$ cat config.mk
export PLATFORM = sky130hd
export DESIGN_NAME = lcd_cmd_sequencer_flat
export DESIGN_NICKNAME = d
export VERILOG_FILES = /design/src/lcd_pkg.sv /design/src/lcd_wr_if.sv /design/src/lcd_cmd_sequencer.sv /design/src/flat_wrapper.sv
export SDC_FILE = /design/constraint.sdc
export NUM_CORES = 1
export LEC_CHECK = 0
export ABC_AREA = 1
export BUFFER_PORTS_ARGS = -buffer_cell sky130_fd_sc_hd__buf_2
export CORE_UTILIZATION = 50
export DETAILED_ROUTE_END_ITERATION = 12
export HOLD_SLACK_MARGIN = 0.12
export PLACE_DENSITY_LB_ADDON = 0.1
export SKIP_LAST_GASP = 1
export SYNTH_ARGS = -nofsm -noshare
export SYNTH_HDL_FRONTEND = slang
export SYNTH_SLANG_ARGS = --single-unit
$ cat constraint.sdc
create_clock -name i_clk -period 4.2 [get_ports i_clk]
set_clock_uncertainty 0.05 [all_clocks]
set_input_delay 0.42 -clock i_clk [delete_from_list [all_inputs] [get_ports i_clk]]
set_output_delay 0.42 -clock i_clk [all_outputs]
set_load 0.005 [all_outputs]
$ cat src/lcd_pkg.sv
// lcd_pkg: bus widths, function/op/wait enums, HD44780 command bytes, delay-cycle function
`default_nettype none

package lcd_pkg;

    // lcd data bus and hold counter widths
    localparam int LCD_DATA_W = 8;
    localparam int DELAY_W    = 32;

    // host function codes, 5..7 left undefined
    typedef enum logic [2:0] {
        FUNC_NONE      = 3'd0,
        FUNC_INIT      = 3'd1,
        FUNC_SETCURSOR = 3'd2,
        FUNC_DATA      = 3'd3,
        FUNC_CMD       = 3'd4
    } lcd_func_t;

    // one bus operation, strobe or plain wait with E low
    typedef enum logic [0:0] {
        OP_WRITE = 1'b0,
        OP_WAIT  = 1'b1
    } lcd_op_t;

    // delay classes from the HD44780 timing table
    typedef enum logic [2:0] {
        WAIT_37US   = 3'd0,
        WAIT_100US  = 3'd1,
        WAIT_1_52MS = 3'd2,
        WAIT_4_1MS  = 3'd3,
        WAIT_10MS   = 3'd4
    } lcd_wait_t;

    // instruction bytes
    localparam logic [LCD_DATA_W-1:0] CMD_CLEAR_DISPLAY  = 8'h01;
    localparam logic [LCD_DATA_W-1:0] CMD_RETURN_HOME    = 8'h02;
    localparam logic [LCD_DATA_W-1:0] CMD_ENTRY_INCREASE = 8'h06;
    localparam logic [LCD_DATA_W-1:0] CMD_DISPLAY_OFF    = 8'h08;
    localparam logic [LCD_DATA_W-1:0] CMD_DISPLAY_ON     = 8'h0C;
    // 8-bit bus, two lines, 5x8 font
    localparam logic [LCD_DATA_W-1:0] CMD_FUNCTION_SET   = 8'h38;
    // ddram base addresses
    localparam logic [LCD_DATA_W-1:0] CMD_LINE_1         = 8'h80;
    localparam logic [LCD_DATA_W-1:0] CMD_LINE_2         = 8'hC0;

    // clock cycles for a delay class, truncated to whole cycles
    function automatic logic [DELAY_W-1:0] lcd_wait_cycles(
        input longint unsigned clk_freq,
        input lcd_wait_t       sel
    );
        longint unsigned num;
        longint unsigned den;
        // duration expressed as num/den seconds
        case (sel)
            WAIT_100US:  begin num = 1;   den = 10_000;    end
            WAIT_1_52MS: begin num = 152; den = 100_000;   end
            WAIT_4_1MS:  begin num = 41;  den = 10_000;    end
            WAIT_10MS:   begin num = 1;   den = 100;       end
            default:     begin num = 37;  den = 1_000_000; end
        endcase
        // 64-bit product, 50 MHz * 152 overflows 32 bits
        return DELAY_W'((clk_freq * num) / den);
    endfunction

endpackage

`default_nettype wire
$ cat src/lcd_wr_if.sv
// lcd_wr_if: one lcd bus operation with req/ack handshake, seq and drv modports
`timescale 1ns/1ps
`default_nettype none

interface lcd_wr_if;

    import lcd_pkg::*;

    // four-phase handshake
    logic                  req;
    logic                  ack;

    // payload, stable while req is high
    lcd_op_t               op;
    logic                  rs;
    logic [LCD_DATA_W-1:0] data;
    lcd_wait_t             wait_sel;

    // sequencer side
    modport seq (
        output req, op, rs, data, wait_sel,
        input  ack
    );

    // bus driver side
    modport drv (
        input  req, op, rs, data, wait_sel,
        output ack
    );

endinterface

`default_nettype wire

$ cat src/lcd_cmd_sequencer.sv
// lcd_cmd_sequencer: host req/ack FSM, init step table, cursor address, delay class select
`timescale 1ns/1ps
`default_nettype none

module lcd_cmd_sequencer (
    input  logic                          i_clk,
    input  logic                          i_rst_n,
    input  logic                          i_req,
    input  lcd_pkg::lcd_func_t            i_func,
    input  logic [lcd_pkg::LCD_DATA_W-1:0] i_data,
    output logic                          o_ack,
    lcd_wr_if.seq                         wr
);

    import lcd_pkg::*;

    // init runs steps 0..9, step 0 is the power-up wait
    localparam logic [3:0] INIT_LAST = 4'd9;

    typedef enum logic [2:0] {
        SEQ_IDLE,
        SEQ_ISSUE,
        SEQ_WAIT_ACK,
        SEQ_WAIT_RELEASE,
        SEQ_NEXT_STEP,
        SEQ_HOST_ACK
    } seq_state_t;

    seq_state_t            state;
    logic [3:0]            step;
    logic                  last_step;

    // init table entry for current step
    lcd_op_t               init_op;
    logic [LCD_DATA_W-1:0] init_data;
    lcd_wait_t             init_wait;

    // operation chosen for the current function
    lcd_op_t               sel_op;
    logic                  sel_rs;
    logic [LCD_DATA_W-1:0] sel_data;
    lcd_wait_t             sel_wait;
    logic [LCD_DATA_W-1:0] cursor_addr;

    // row in bit 4, column in low nibble
    assign cursor_addr = (i_data[4] ? CMD_LINE_2 : CMD_LINE_1)
                       + {{(LCD_DATA_W-4){1'b0}}, i_data[3:0]};

    // single-op functions finish after step 0
    assign last_step = (i_func == FUNC_INIT) ? (step == INIT_LAST) : 1'b1;

    always_comb begin
        init_op   = OP_WRITE;
        init_data = CMD_FUNCTION_SET;
        init_wait = WAIT_100US;
        case (step)
            // power-up settle, E stays low
            4'd0: begin
                init_op   = OP_WAIT;
                init_data = '0;
                init_wait = WAIT_10MS;
            end
            4'd1: init_wait = WAIT_4_1MS;
            // steps 2..4 keep the function-set default
            4'd5: begin
                init_data = CMD_DISPLAY_OFF;
                init_wait = WAIT_37US;
            end
            4'd6: begin
                init_data = CMD_CLEAR_DISPLAY;
                init_wait = WAIT_1_52MS;
            end
            4'd7: begin
                init_data = CMD_RETURN_HOME;
                init_wait = WAIT_1_52MS;
            end
            4'd8: begin
                init_data = CMD_ENTRY_INCREASE;
                init_wait = WAIT_37US;
            end
            4'd9: begin
                init_data = CMD_DISPLAY_ON;
                init_wait = WAIT_37US;
            end
            default: ;
        endcase
    end

    always_comb begin
        sel_op   = OP_WRITE;
        sel_rs   = 1'b0;
        sel_data = i_data;
        sel_wait = WAIT_37US;
        case (i_func)
            FUNC_INIT: begin
                sel_op   = init_op;
                sel_data = init_data;
                sel_wait = init_wait;
            end
            FUNC_SETCURSOR: sel_data = cursor_addr;
            // character write into ddram
            FUNC_DATA: sel_rs = 1'b1;
            FUNC_CMD: begin
                // only clear and home need the long delay
                if (i_data == CMD_CLEAR_DISPLAY || i_data == CMD_RETURN_HOME) begin
                    sel_wait = WAIT_1_52MS;
                end
            end
            default: ;
        endcase
    end

    // control FSM
    always_ff @(posedge i_clk or negedge i_rst_n) begin
        if (!i_rst_n) begin
            state  <= SEQ_IDLE;
            step   <= '0;
            o_ack  <= 1'b0;
            wr.req <= 1'b0;
        end else begin
            case (state)
                SEQ_IDLE: begin
                    step <= '0;
                    if (i_req) begin
                        case (i_func)
                            FUNC_INIT, FUNC_SETCURSOR, FUNC_DATA, FUNC_CMD: begin
                                state <= SEQ_ISSUE;
                            end
                            // undefined code, ack without touching the bus
                            default: begin
                                o_ack <= 1'b1;
                                state <= SEQ_HOST_ACK;
                            end
                        endcase
                    end
                end
                SEQ_ISSUE: begin
                    wr.req <= 1'b1;
                    state  <= SEQ_WAIT_ACK;
                end
                SEQ_WAIT_ACK: begin
                    if (wr.ack) begin
                        wr.req <= 1'b0;
                        state  <= SEQ_WAIT_RELEASE;
                    end
                end
                SEQ_WAIT_RELEASE: begin
                    if (!wr.ack) begin
                        if (last_step) begin
                            o_ack <= 1'b1;
                            state <= SEQ_HOST_ACK;
                        end else begin
                            state <= SEQ_NEXT_STEP;
                        end
                    end
                end
                SEQ_NEXT_STEP: begin
                    step  <= step + 4'd1;
                    state <= SEQ_ISSUE;
                end
                SEQ_HOST_ACK: begin
                    // hold ack until host drops req
                    if (!i_req) begin
                        o_ack <= 1'b0;
                        state <= SEQ_IDLE;
                    end
                end
                default: state <= SEQ_IDLE;
            endcase
        end
    end

    // payload loaded with the request
    always_ff @(posedge i_clk) begin
        if (state == SEQ_ISSUE) begin
            wr.op       <= sel_op;
            wr.rs       <= sel_rs;
            wr.data     <= sel_data;
            wr.wait_sel <= sel_wait;
        end
    end

    // host must hold the function code for the whole request
    a_func_stable: assert property (
        @(posedge i_clk) disable iff (!i_rst_n)
        i_req |=> (!i_req || $stable(i_func))
    ) else $error("i_func changed while i_req high");

endmodule

`default_nettype wire

$ cat src/flat_wrapper.sv
// flat-port wrapper written by rule: the top's interface ports become plain ports
module lcd_cmd_sequencer_flat import lcd_pkg::*;
  (i_clk, i_rst_n, i_req, i_func, i_data, o_ack, wr_req, wr_op, wr_rs, wr_data, wr_wait_sel, wr_ack);
  lcd_wr_if wr_i ();
  input  logic i_clk;
  input  logic i_rst_n;
  input  logic i_req;
  input  lcd_pkg::lcd_func_t i_func;
  input  logic [lcd_pkg::LCD_DATA_W-1:0] i_data;
  output logic o_ack;
  output wire logic [$bits(wr_i.req)-1:0] wr_req;
  output wire logic [$bits(wr_i.op)-1:0] wr_op;
  output wire logic [$bits(wr_i.rs)-1:0] wr_rs;
  output wire logic [$bits(wr_i.data)-1:0] wr_data;
  output wire logic [$bits(wr_i.wait_sel)-1:0] wr_wait_sel;
  input wire logic [$bits(wr_i.ack)-1:0] wr_ack;
  assign wr_req = wr_i.req;
  assign wr_op = wr_i.op;
  assign wr_rs = wr_i.rs;
  assign wr_data = wr_i.data;
  assign wr_wait_sel = wr_i.wait_sel;
  assign wr_i.ack = wr_ack;
  lcd_cmd_sequencer u_core (.i_clk(i_clk), .i_rst_n(i_rst_n), .i_req(i_req), .i_func(i_func), .i_data(i_data), .o_ack(o_ack), .wr(wr_i));
endmodule
Word level (Yosys, flattened, before mapping) --
Index checks and enable logic that the tools add are counted.
Storage, ports and cells: bits in registers 22, bits of input ports 15, output and inout port bits 15, logic and storage cells 70
Cells by class: add/subtract/negate cells 2, equality and inequality tests 23, muxes and demuxes 25, reductions and logical operators 12
Operators with widths (number):
- 6-bit case mux with 6 select lines | 1
- 3-bit case mux with 6 select lines | 1
- 8-bit case mux with 2 select lines | 1
- 3-bit 2-to-1 mux | 5
- 3-bit by 2-bit == test with 1-bit output, second input constant | 4
- 4-bit by 3-bit == test with 1-bit output, second input constant | 3
- 3-bit case mux with 4 select lines | 1
- 1-bit 2-to-1 mux | 10
- 2-bit inequality test, second input constant | 5
- 3-bit == test, second input constant | 3
- 8-bit by 4-bit adder with 8-bit output | 1
- 4-bit == test, second input constant | 2
- 8-bit by 1-bit == test with 1-bit output, second input constant | 1
- 8-bit by 2-bit == test with 1-bit output, second input constant | 1
- 4-bit case mux with 2 select lines | 1
- 7-bit 2-to-1 mux | 1
- 3-bit by 1-bit == test with 1-bit output, second input constant | 2
- 3-bit case mux with 2 select lines | 1
- 6-bit AND reduction | 1
- 4-bit by 1-bit adder with 4-bit output, second input constant | 1
- 4-bit by 1-bit == test with 1-bit output, second input constant | 1
- 4-bit logical NOT | 1
- 4-bit AND reduction | 1
- 2-bit nonzero test | 2
- other kinds (11) | 11

Logic depth before layout (Yosys ltp) --
Gate-level depths: netlist of run 1.
depth after elaboration 5, mapped depth 9, mapped depth without buffers 9

Worst setup path before layout of run 1 --
OpenSTA, ideal clock, no wires.
path kind register -> register, start point reg u_core.state[0], end point reg u_core.wr.data[0] (enable), setup time 0.402 ns, arrival time 1.512 ns, data required time 3.748 ns, setup slack 2.236 ns, cell stages (with the launch flop) 3, buffers on the path 0, period minus slack after synthesis 1.964 ns, path through dfrtp_1 -> inv_2 -> nor3_1
Between the ends: longest elaborated chain between the ends 1
RTL lines:
- from (decl) | RTL line lcd_cmd_sequencer.sv:29 | seq_state_t state;
- from (signal assigned) | RTL line lcd_cmd_sequencer.sv:116 | state <= SEQ_IDLE;
- from (signal assigned) | RTL line lcd_cmd_sequencer.sv:127 | state <= SEQ_ISSUE;
- from (signal assigned) | RTL line lcd_cmd_sequencer.sv:132 | state <= SEQ_HOST_ACK;
- 3-bit by 1-bit == test with 1-bit output | RTL line lcd_cmd_sequencer.sv:175 | if (state == SEQ_ISSUE) begin
- to (signal assigned) | RTL line lcd_cmd_sequencer.sv:178 | wr.data <= sel_data;
- to (decl) | RTL line lcd_wr_if.sv:21 | output req, op, rs, data, wait_sel,
No other way between the ends. A chain may end at the register's enable or synchronous reset.

Worst setup path after layout of run 1 --
start point reg u_core.state[0], end point reg u_core.wr.data[6] (enable)
Same word-level chain as after synthesis.

==> results of run 1 <==
[logic make-up (layout without fill, tap and decap cells)]
family | count (synthesis) | count (layout)
buffers and inverters | 27 | 59
DFF | 22 | 22
adders and majority gates | 4 | 4
AOI/OAI and AO/OA | 20 | 20
and+or+nand+nor | 67 | 67
[sequential cells by signal (all words and copies together) (netlist names)]
| name | flops |
|---|---|
| u_core.wr.op | 1 |
| u_core.wr.rs | 1 |
| u_core.wr.data | 8 |
| u_core.wr.wait_sel | 3 |
| u_core.step | 4 |
| u_core.wr.req | 1 |
| u_core.state | 3 |
| u_core.o_ack | 1 |
[per-stage QoR]
step / worst slack, ns / area [sq um]
6_report: 2.38 / 1440
3_3_place_gp: 2.45 / 1400
4_1_cts: 2.36 / 1440
3_5_place_dp: 2.38 / 1400
5_1_grt: 2.23 / 1440
2_1_floorplan: 2.24 / 1230
[path summary, 6_finish.rpt]
check	endpoint	slack [ns]	cells past startpoint
max	u_core.wr.data[6]$_DFFE_PP_	2.38	2
min in group asynchronous	u_core.state[2]$_DFFE_PN0P_	0.42	2
max in group asynchronous	u_core.step[3]$_DFFE_PN0P_	3.48	2
min reg2reg	u_core.o_ack$_DFFE_PN0P_	0.43	2
min	u_core.state[1]$_DFFE_PN0P_	0.35	3
max reg2reg	u_core.wr.data[6]$_DFFE_PP_	2.38	2
[placed cells by master, fill, tap and decap left out, drive strengths merged]
master       count
edfxtp          13
o21ai           11
o22a             1
or2              1
nand4            5
nand3           14
ha               4
o211ai           2
nor2             8
o31ai            1
dlygate4sd3      1
a21oi            4
clkbuf           4
dfrtp            9
nor3             6
buf             29
inv             25
o22ai            1
nand2           30
nor4             3
[cell type report]
cell class / instances / area, sq um / area share
Multi-Input combinational cell: 91 / 507 / 0.351
Sequential cell: 22 / 616 / 0.427
Inverter: 25 / 93.8 / 0.0650
Timing Repair Buffer: 30 / 155 / 0.108
Clock buffer: 4 / 36.3 / 0.0252
Tap cell: 28 / 35.0 / 0.0243
[routing by layer]
layer  wire length [microns]  vias to the layer above  part of all wire  track usage
met2                    1230                       40              0.51        0.366
met5                       0                        -                 0            0
met1                    1020                      478              0.42        0.251
met3                     134                        4             0.056       0.0351
li1                        -                      534                 -            -
met4                      30                        0             0.012        0.126
[what timing repair did]
item                                   CTS  global route
setup buffers                            0             0
hold buffers                             1             0
endpoints found under the hold margin    9             0
[power by group]
part	switching (mW)	internal, mW	total [mW]
registers	0.0508	0.314	0.365
logic	0.190	0.109	0.299
clock network	0.0630	0.0529	0.116
total	0.304	0.476	0.780
[worst min-delay path, cell delays in order]
cell,delay [ns]
buf_2,0.11
inv_1,0.06
o211ai_1,0.09
==> impl_metrics.env, run 1 <==
export IMPL_portBuffers=29
export IMPL_drc=0
export IMPL_overflow=0
export IMPL_drt_wl_total_mm=2.41
export IMPL_synth_compound_area_frac=0.100
export IMPL_vdd_drop_max_uv=332
export IMPL_max_freq_ghz=0.549
export IMPL_startpoint="u_core.state[0]$_DFFE_PN0P_"
export IMPL_numCtsBuffers=3
export IMPL_finalPower_uw=780
export IMPL_drt_pass1_iter_count=4
export IMPL_initial_utilization=0.544
export IMPL_clockBufferDepth=2
export IMPL_gp_congestion=0.931
export IMPL_postRouteAntennaNets=0
export IMPL_grt_usage=0.214
export IMPL_min_period_ns=1.82
export IMPL_synthArstFlopShare=0.409
export IMPL_synth_simple_area_share=0.268
export IMPL_fill_cells=214
export IMPL_cts_tree="built"
export IMPL_yosysWarningCount=0
export IMPL_min_path_type="input pin to register"
export IMPL_die_area_sq_um=2650
export IMPL_critPathKind="register to register"
export IMPL_grt_pass1_wl_mm=4.10
export IMPL_max_stage_delay_ns=0.77
export IMPL_hpwl_mm=1.95
export IMPL_detailroute_via_count=1056
export IMPL_synthAdderAreaFrac=0.0408
export IMPL_avgSynthCellArea_sq_um=8.76
export IMPL_synthMostInstantiatedCell="nand2_1"
export IMPL_ys_flop_type="edfxtp_1"
export IMPL_arrival_ns=1.71
export IMPL_routed_via_density=5.28
export IMPL_synth_top_family_by_area="simple AND/OR/NAND/NOR gates"
export IMPL_finalSetupViolCount=0
export IMPL_hold_violations=0
export IMPL_die_x_microns=51.5
export IMPL_initialDrtViolationCount=28
export IMPL_rows=17
export IMPL_antenna_found_initial=0
export IMPL_synthMuxAreaShare=0
export IMPL_cp_start_kind="register"
export IMPL_final_layout_size_suffix_gt1_frac=0.279
export IMPL_clock_sinks=22
export IMPL_drv_cap=0
export IMPL_clkSlewWorstSetupHoldPaths_ns=0.12
export IMPL_ys_ff_latch=22
export IMPL_syn_instance_count=140
export IMPL_die_h_microns=51.5
export IMPL_fp_coreArea_sq_um=2250
export IMPL_synthTopCellsByCount="nand2_1 (28), inv_1 (20), edfxtp_1 (13), nand3_1 (13), o21ai_0 (10)"
export IMPL_fin_util=0.640
export IMPL_syn_area_sq_um=1230
export IMPL_yosysSeqAreaShare=0.502
export IMPL_pin_count=30
export IMPL_drv_slew=0
export IMPL_critPathTopFamily="simple AND/OR/NAND/NOR gates"
export IMPL_leakagePower_nw=0.692
export IMPL_holdWs_ns=0.354
export IMPL_worst_pin_slew_ns=1.01
export IMPL_min_delay_start="wr_ack"
export IMPL_routedWlPerCell_microns=12.1
export IMPL_grt_setup_unrepaired="false"
export IMPL_synth_nets=159
export IMPL_syn_to_final_growth_pct=17.7
export IMPL_nets=192
export IMPL_diodes=0
export IMPL_synth_top_area_share=0.318
export IMPL_ys_top_cells_by_area="edfxtp_1 (32%), dfrtp_1 (18%), nand2_1 (8.6%), inv_1 (6.1%), nand3_1 (5.3%)"
export IMPL_clkLatencyLatePin_ns=0.31
export IMPL_slew_headroom=0.321
export IMPL_yosysTopAreaCell="edfxtp_1"
export IMPL_synth_xor_area_frac=0
export IMPL_grt_pass1_vias=985
export IMPL_synth_edf_count=13
export IMPL_cts_resized=0
export IMPL_synthDistinctLibCells=25
export IMPL_dp_cells=195
export IMPL_cp_end_kind="register"
export IMPL_worstPathRequired_ns=4.09
export IMPL_path_buf_inv=1
export IMPL_r2r_start="u_core.state[0]$_DFFE_PN0P_"
export IMPL_powerDensity_nw_per_um2=540
export IMPL_critPathMaxFanout=14
export IMPL_clockRootBuffer="clkbuf_4"
export IMPL_htreeDepth=1
export IMPL_grt_start_max_net_pins=15
export IMPL_status="completed"
export IMPL_min_period_over_period=0.434
export IMPL_crit_chain="inv_2, nor3_2"
export IMPL_fin_setup_tns_ns=0
export IMPL_fin_cells=200
export IMPL_critPathSlowestCell="nor3_2"
Power figures use the tool's default switching activity.
==> run 2: changes to the inputs <==
--- a/config.mk
+++ b/config.mk
@@ -5,9 +5,9 @@
 export SDC_FILE = /design/constraint.sdc
 export NUM_CORES = 1
 export LEC_CHECK = 0
-export ABC_AREA = 1
+export ABC_AREA = 0
 export BUFFER_PORTS_ARGS = -buffer_cell sky130_fd_sc_hd__buf_2
-export CORE_UTILIZATION = 50
+export CORE_UTILIZATION = 47
 export DETAILED_ROUTE_END_ITERATION = 12
 export HOLD_SLACK_MARGIN = 0.12
 export PLACE_DENSITY_LB_ADDON = 0.1
==> constraint.sdc (replaced) <==
create_clock -name i_clk -period 1.5 [get_ports i_clk]
set_clock_uncertainty 0.05 [all_clocks]
set_input_delay 0.15 -clock i_clk [delete_from_list [all_inputs] [get_ports i_clk]]
set_output_delay 0.15 -clock i_clk [all_outputs]
set_load 0.005 [all_outputs]
==> impl_metrics.env, run 2 <==
export IMPL_clkSlewWorstSetupHoldPaths_ns=0.13
export IMPL_clkLatencyLatePin_ns=0.31
export IMPL_regToRegSetupSlack_ns=-0.07
export IMPL_gp_congestion=0.903
export IMPL_p_int_mw=1.58
export IMPL_synth_compound_area_frac=0.184
export IMPL_worstPathRequired_ns=1.64
export IMPL_critPathSlowestCell="dfrtp_2"
export IMPL_mostFrequentLayoutCell="buf_2"
export IMPL_highest_layer="met4"
export IMPL_final_layout_size_suffix_gt1_frac=0.429
export IMPL_vdd_drop_max_uv=1040
export IMPL_drv_cap=0
export IMPL_arrival_ns=1.71
export IMPL_critPathTopFamily="compound AO/OA/AOI/OAI gates"
export IMPL_fill_cells=199
export IMPL_grt_start_max_net_pins=14
export IMPL_synthTopCellsByCount="edfxtp_1 (13), o21ai_0 (13), dfrtp_1 (9)"
export IMPL_critPathKind="register to register"
export IMPL_synth_top_area_share=0.308
export IMPL_status="finished with violations"
export IMPL_routedWlPerCell_microns=15.2
export IMPL_clkPwrFrac=0.116
export IMPL_synth_simple_area_share=0.194
export IMPL_largestRegisters="u_core.wr.data x8, u_core.step x4"
export IMPL_comb_power_share=0.461
export IMPL_initialDrtViolationCount=32
export IMPL_met1_length_mm=1.26
export IMPL_path_buf_inv=3
export IMPL_design_area_sq_um=1750
export IMPL_finalPower_mw=2.53
export IMPL_pin_count=30
export IMPL_clockRootBuffer="clkbuf_4"
export IMPL_met3_length_microns=142
export IMPL_synthDistinctLibCells=42
export IMPL_fp_coreArea_sq_um=2520
export IMPL_regMostFlops="u_core.wr.data"
export IMPL_yosysSeqAreaShare=0.486
export IMPL_synthArstFlopShare=0.409
export IMPL_clock_sinks=22
export IMPL_cp_start_kind="register"
export IMPL_portBuffers=29
export IMPL_r2r_start="u_core.step[1]$_DFFE_PN0P_"
export IMPL_multiInputGateArea_sq_um=664
export IMPL_switching_power_uw=952
export IMPL_max_stage_delay_ns=0.44
export IMPL_drt_wl_total_mm=3.12
export IMPL_hold_end="u_core.state[2]$_DFFE_PN0P_"
export IMPL_dr_wl_met2_mm=1.62
export IMPL_synth_nets=145
export IMPL_finalSetupViolCount=3
export IMPL_diodes=0
export IMPL_worst_pin_slew_ns=0.383
export IMPL_grt_setup_unrepaired="true"
export IMPL_overflow=0
export IMPL_min_period_ns=1.57
export IMPL_ys_top_cells_by_area="edfxtp_1 (31%), dfrtp_1 (18%), o21ai_0 (5.1%), ha_1 (3.9%), a21oi_1 (2.4%)"
export IMPL_ys_ff_latch=22
export IMPL_cts_tree="built"
export IMPL_grt_pass1_vias=1016
export IMPL_detailroute_via_count=1147
export IMPL_critPathMaxFanout=4
export IMPL_hpwl_mm=2.10
export IMPL_drt_pass1_iter_count=5
export IMPL_ff_latch_area_sq_um=619
export IMPL_seqPwrFrac=0.422
export IMPL_yosysWarningCount=0
export IMPL_postLayoutSetupSlackWorst_ns=-0.0682
export IMPL_switching_share=0.376
export IMPL_die_x_microns=53.9
export IMPL_grt_usage=0.211
export IMPL_numCtsBuffers=3
export IMPL_postRouteAntennaNets=0
export IMPL_max_freq_ghz=0.638
export IMPL_routed_via_density=5.60
export IMPL_synth_top_family_by_area="simple AND/OR/NAND/NOR gates"
export IMPL_antenna_found_initial=0
export IMPL_slew_headroom=0.745
export IMPL_largest_reg_flops=8
export IMPL_drv_slew=0
export IMPL_initial_utilization=0.502
export IMPL_reg2reg_to="u_core.wr.wait_sel[0]$_DFFE_PP_"
export IMPL_die_h_microns=53.9
export IMPL_dp_slack_ns=-0.0754
export IMPL_ys_flop_type="edfxtp_1"
export IMPL_cp_end_kind="register"
export IMPL_yosysTopAreaCell="edfxtp_1"
export IMPL_place_area_sq_um=1550
export IMPL_min_delay_start="wr_ack"
export IMPL_die_area_sq_um=2910
export IMPL_synthAdderAreaFrac=0.0395
export IMPL_syn_instance_count=126
export IMPL_syn_area_sq_um=1270
export IMPL_avgSynthCellArea_sq_um=10.1
export IMPL_whs_path_depth=4
export IMPL_synth_edf_count=13
export IMPL_crit_chain="inv_2, buf_6, ha_4, buf_4, o21bai_1, o21ai_1, a21oi_2"
export IMPL_clockBufferDepth=2
export IMPL_leakagePower_nw=0.720
export IMPL_synthMuxAreaShare=0.00790
export IMPL_layout_common_cells="buf_2 (29), buf_4 (17), edfxtp_1 (13)"
export IMPL_rows=18
export IMPL_failed_checks="negative setup slack"
export IMPL_reg2regPathDepth=7
export IMPL_powerDensity_nw_per_um2=1450
export IMPL_hold_violations=0
export IMPL_drc=0
export IMPL_htreeDepth=1
export IMPL_syn_to_final_growth_pct=37.8
export IMPL_min_path_type="input pin to register"
export IMPL_nets=195
export IMPL_synth_xor_area_frac=0.0207
export IMPL_min_period_over_period=1.05
export IMPL_grt_pass1_wl_mm=4.36
[run 2: worst max path at each step]
stage / startpoint / cells after the start / end
5_1_grt: u_core.step[1]$_DFFE_PN0P_ / 7 / u_core.wr.wait_sel[0]$_DFFE_PP_
4_1_cts: u_core.step[1]$_DFFE_PN0P_ / 4 / u_core.wr.wait_sel[0]$_DFFE_PP_
2_1_floorplan: u_core.state[0]$_DFFE_PN0P_ / 3 / u_core.wr.data[0]$_DFFE_PP_
6_report: u_core.step[1]$_DFFE_PN0P_ / 7 / u_core.wr.wait_sel[0]$_DFFE_PP_
3_3_place_gp: u_core.step[0]$_DFFE_PN0P_ / 5 / u_core.wr.wait_sel[1]$_DFFE_PP_
3_5_place_dp: u_core.step[1]$_DFFE_PN0P_ / 6 / u_core.wr.data[4]$_DFFE_PP_
[run 2: stage by stage]
| step | utilization | hold WS, ns | instances | setup TNS, ns |
|---|---|---|---|---|
| floorplan | - | -0.196 | 126 | 0 |
| global route | 0.692 | 0.142 | 205 | -0.375 |
| detailed placement | 0.616 | -0.0333 | 194 | -0.168 |
| finish | 0.692 | 0.109 | 205 | -0.108 |
| global placement | 0.616 | -0.0386 | 194 | 0 |
| CTS | 0.647 | 0.124 | 202 | -0.0246 |
[run 2: layer usage]
metal / GRT usage / vias up
met5: 0 / -
met4: 0.105 / 0
met3: 0.0282 / 12
met2: 0.362 / 43
met1: 0.256 / 540
li1: - / 552
[run 2: layout make-up]
type                       count  area share
multi-input combinational     87       0.380
inverter                       8      0.0186
clock buffer                   4      0.0150
tap                           30      0.0215
timing repair buffer          54       0.210
sequential                    22       0.355
[run 2: logic make-up (layout without fill, tap and decap cells)]
| group | after synthesis | count (layout) |
|---|---|---|
| buffers and inverters | 17 | 66 |
| multiplexers | 1 | 1 |
| XOR/XNOR | 3 | 3 |
| adder cells (fa/ha/maj) | 4 | 4 |
| AO/OA/AOI/OAI | 34 | 34 |
| flip-flops | 22 | 22 |
| AND/OR/NAND/NOR | 45 | 45 |
[run 2: what timing repair did]
action                                 4_1_cts  5_1_grt
setup endpoints to repair                    6        9
cloned                                       0        0
resized for setup                            5       26
setup buffers                                0        4
pin swaps                                    0        7
endpoints found under the hold margin       13        0
hold buffers                                 4        0
[run 2: power by group through the flow]
stage | Clock, mW | Sequential (mW) | Combinational, mW
detailed placement | 0 | 1.06 | 0.966
CTS | 0.293 | 1.05 | 0.991
global route | 0.319 | 1.10 | 1.27
floorplan | 0 | 0.977 | 0.576
finish | 0.294 | 1.07 | 1.17
global placement | 0 | 1.05 | 0.938
[run 2: worst register-to-register path, delay by kind of cell, from the launching register on]
kind | cells | cell delay [ns]
AOI/OAI and AO/OA | 3 | 0.49
DFF | 1 | 0.44
buffers and inverters | 3 | 0.32
adders and majority gates | 1 | 0.15
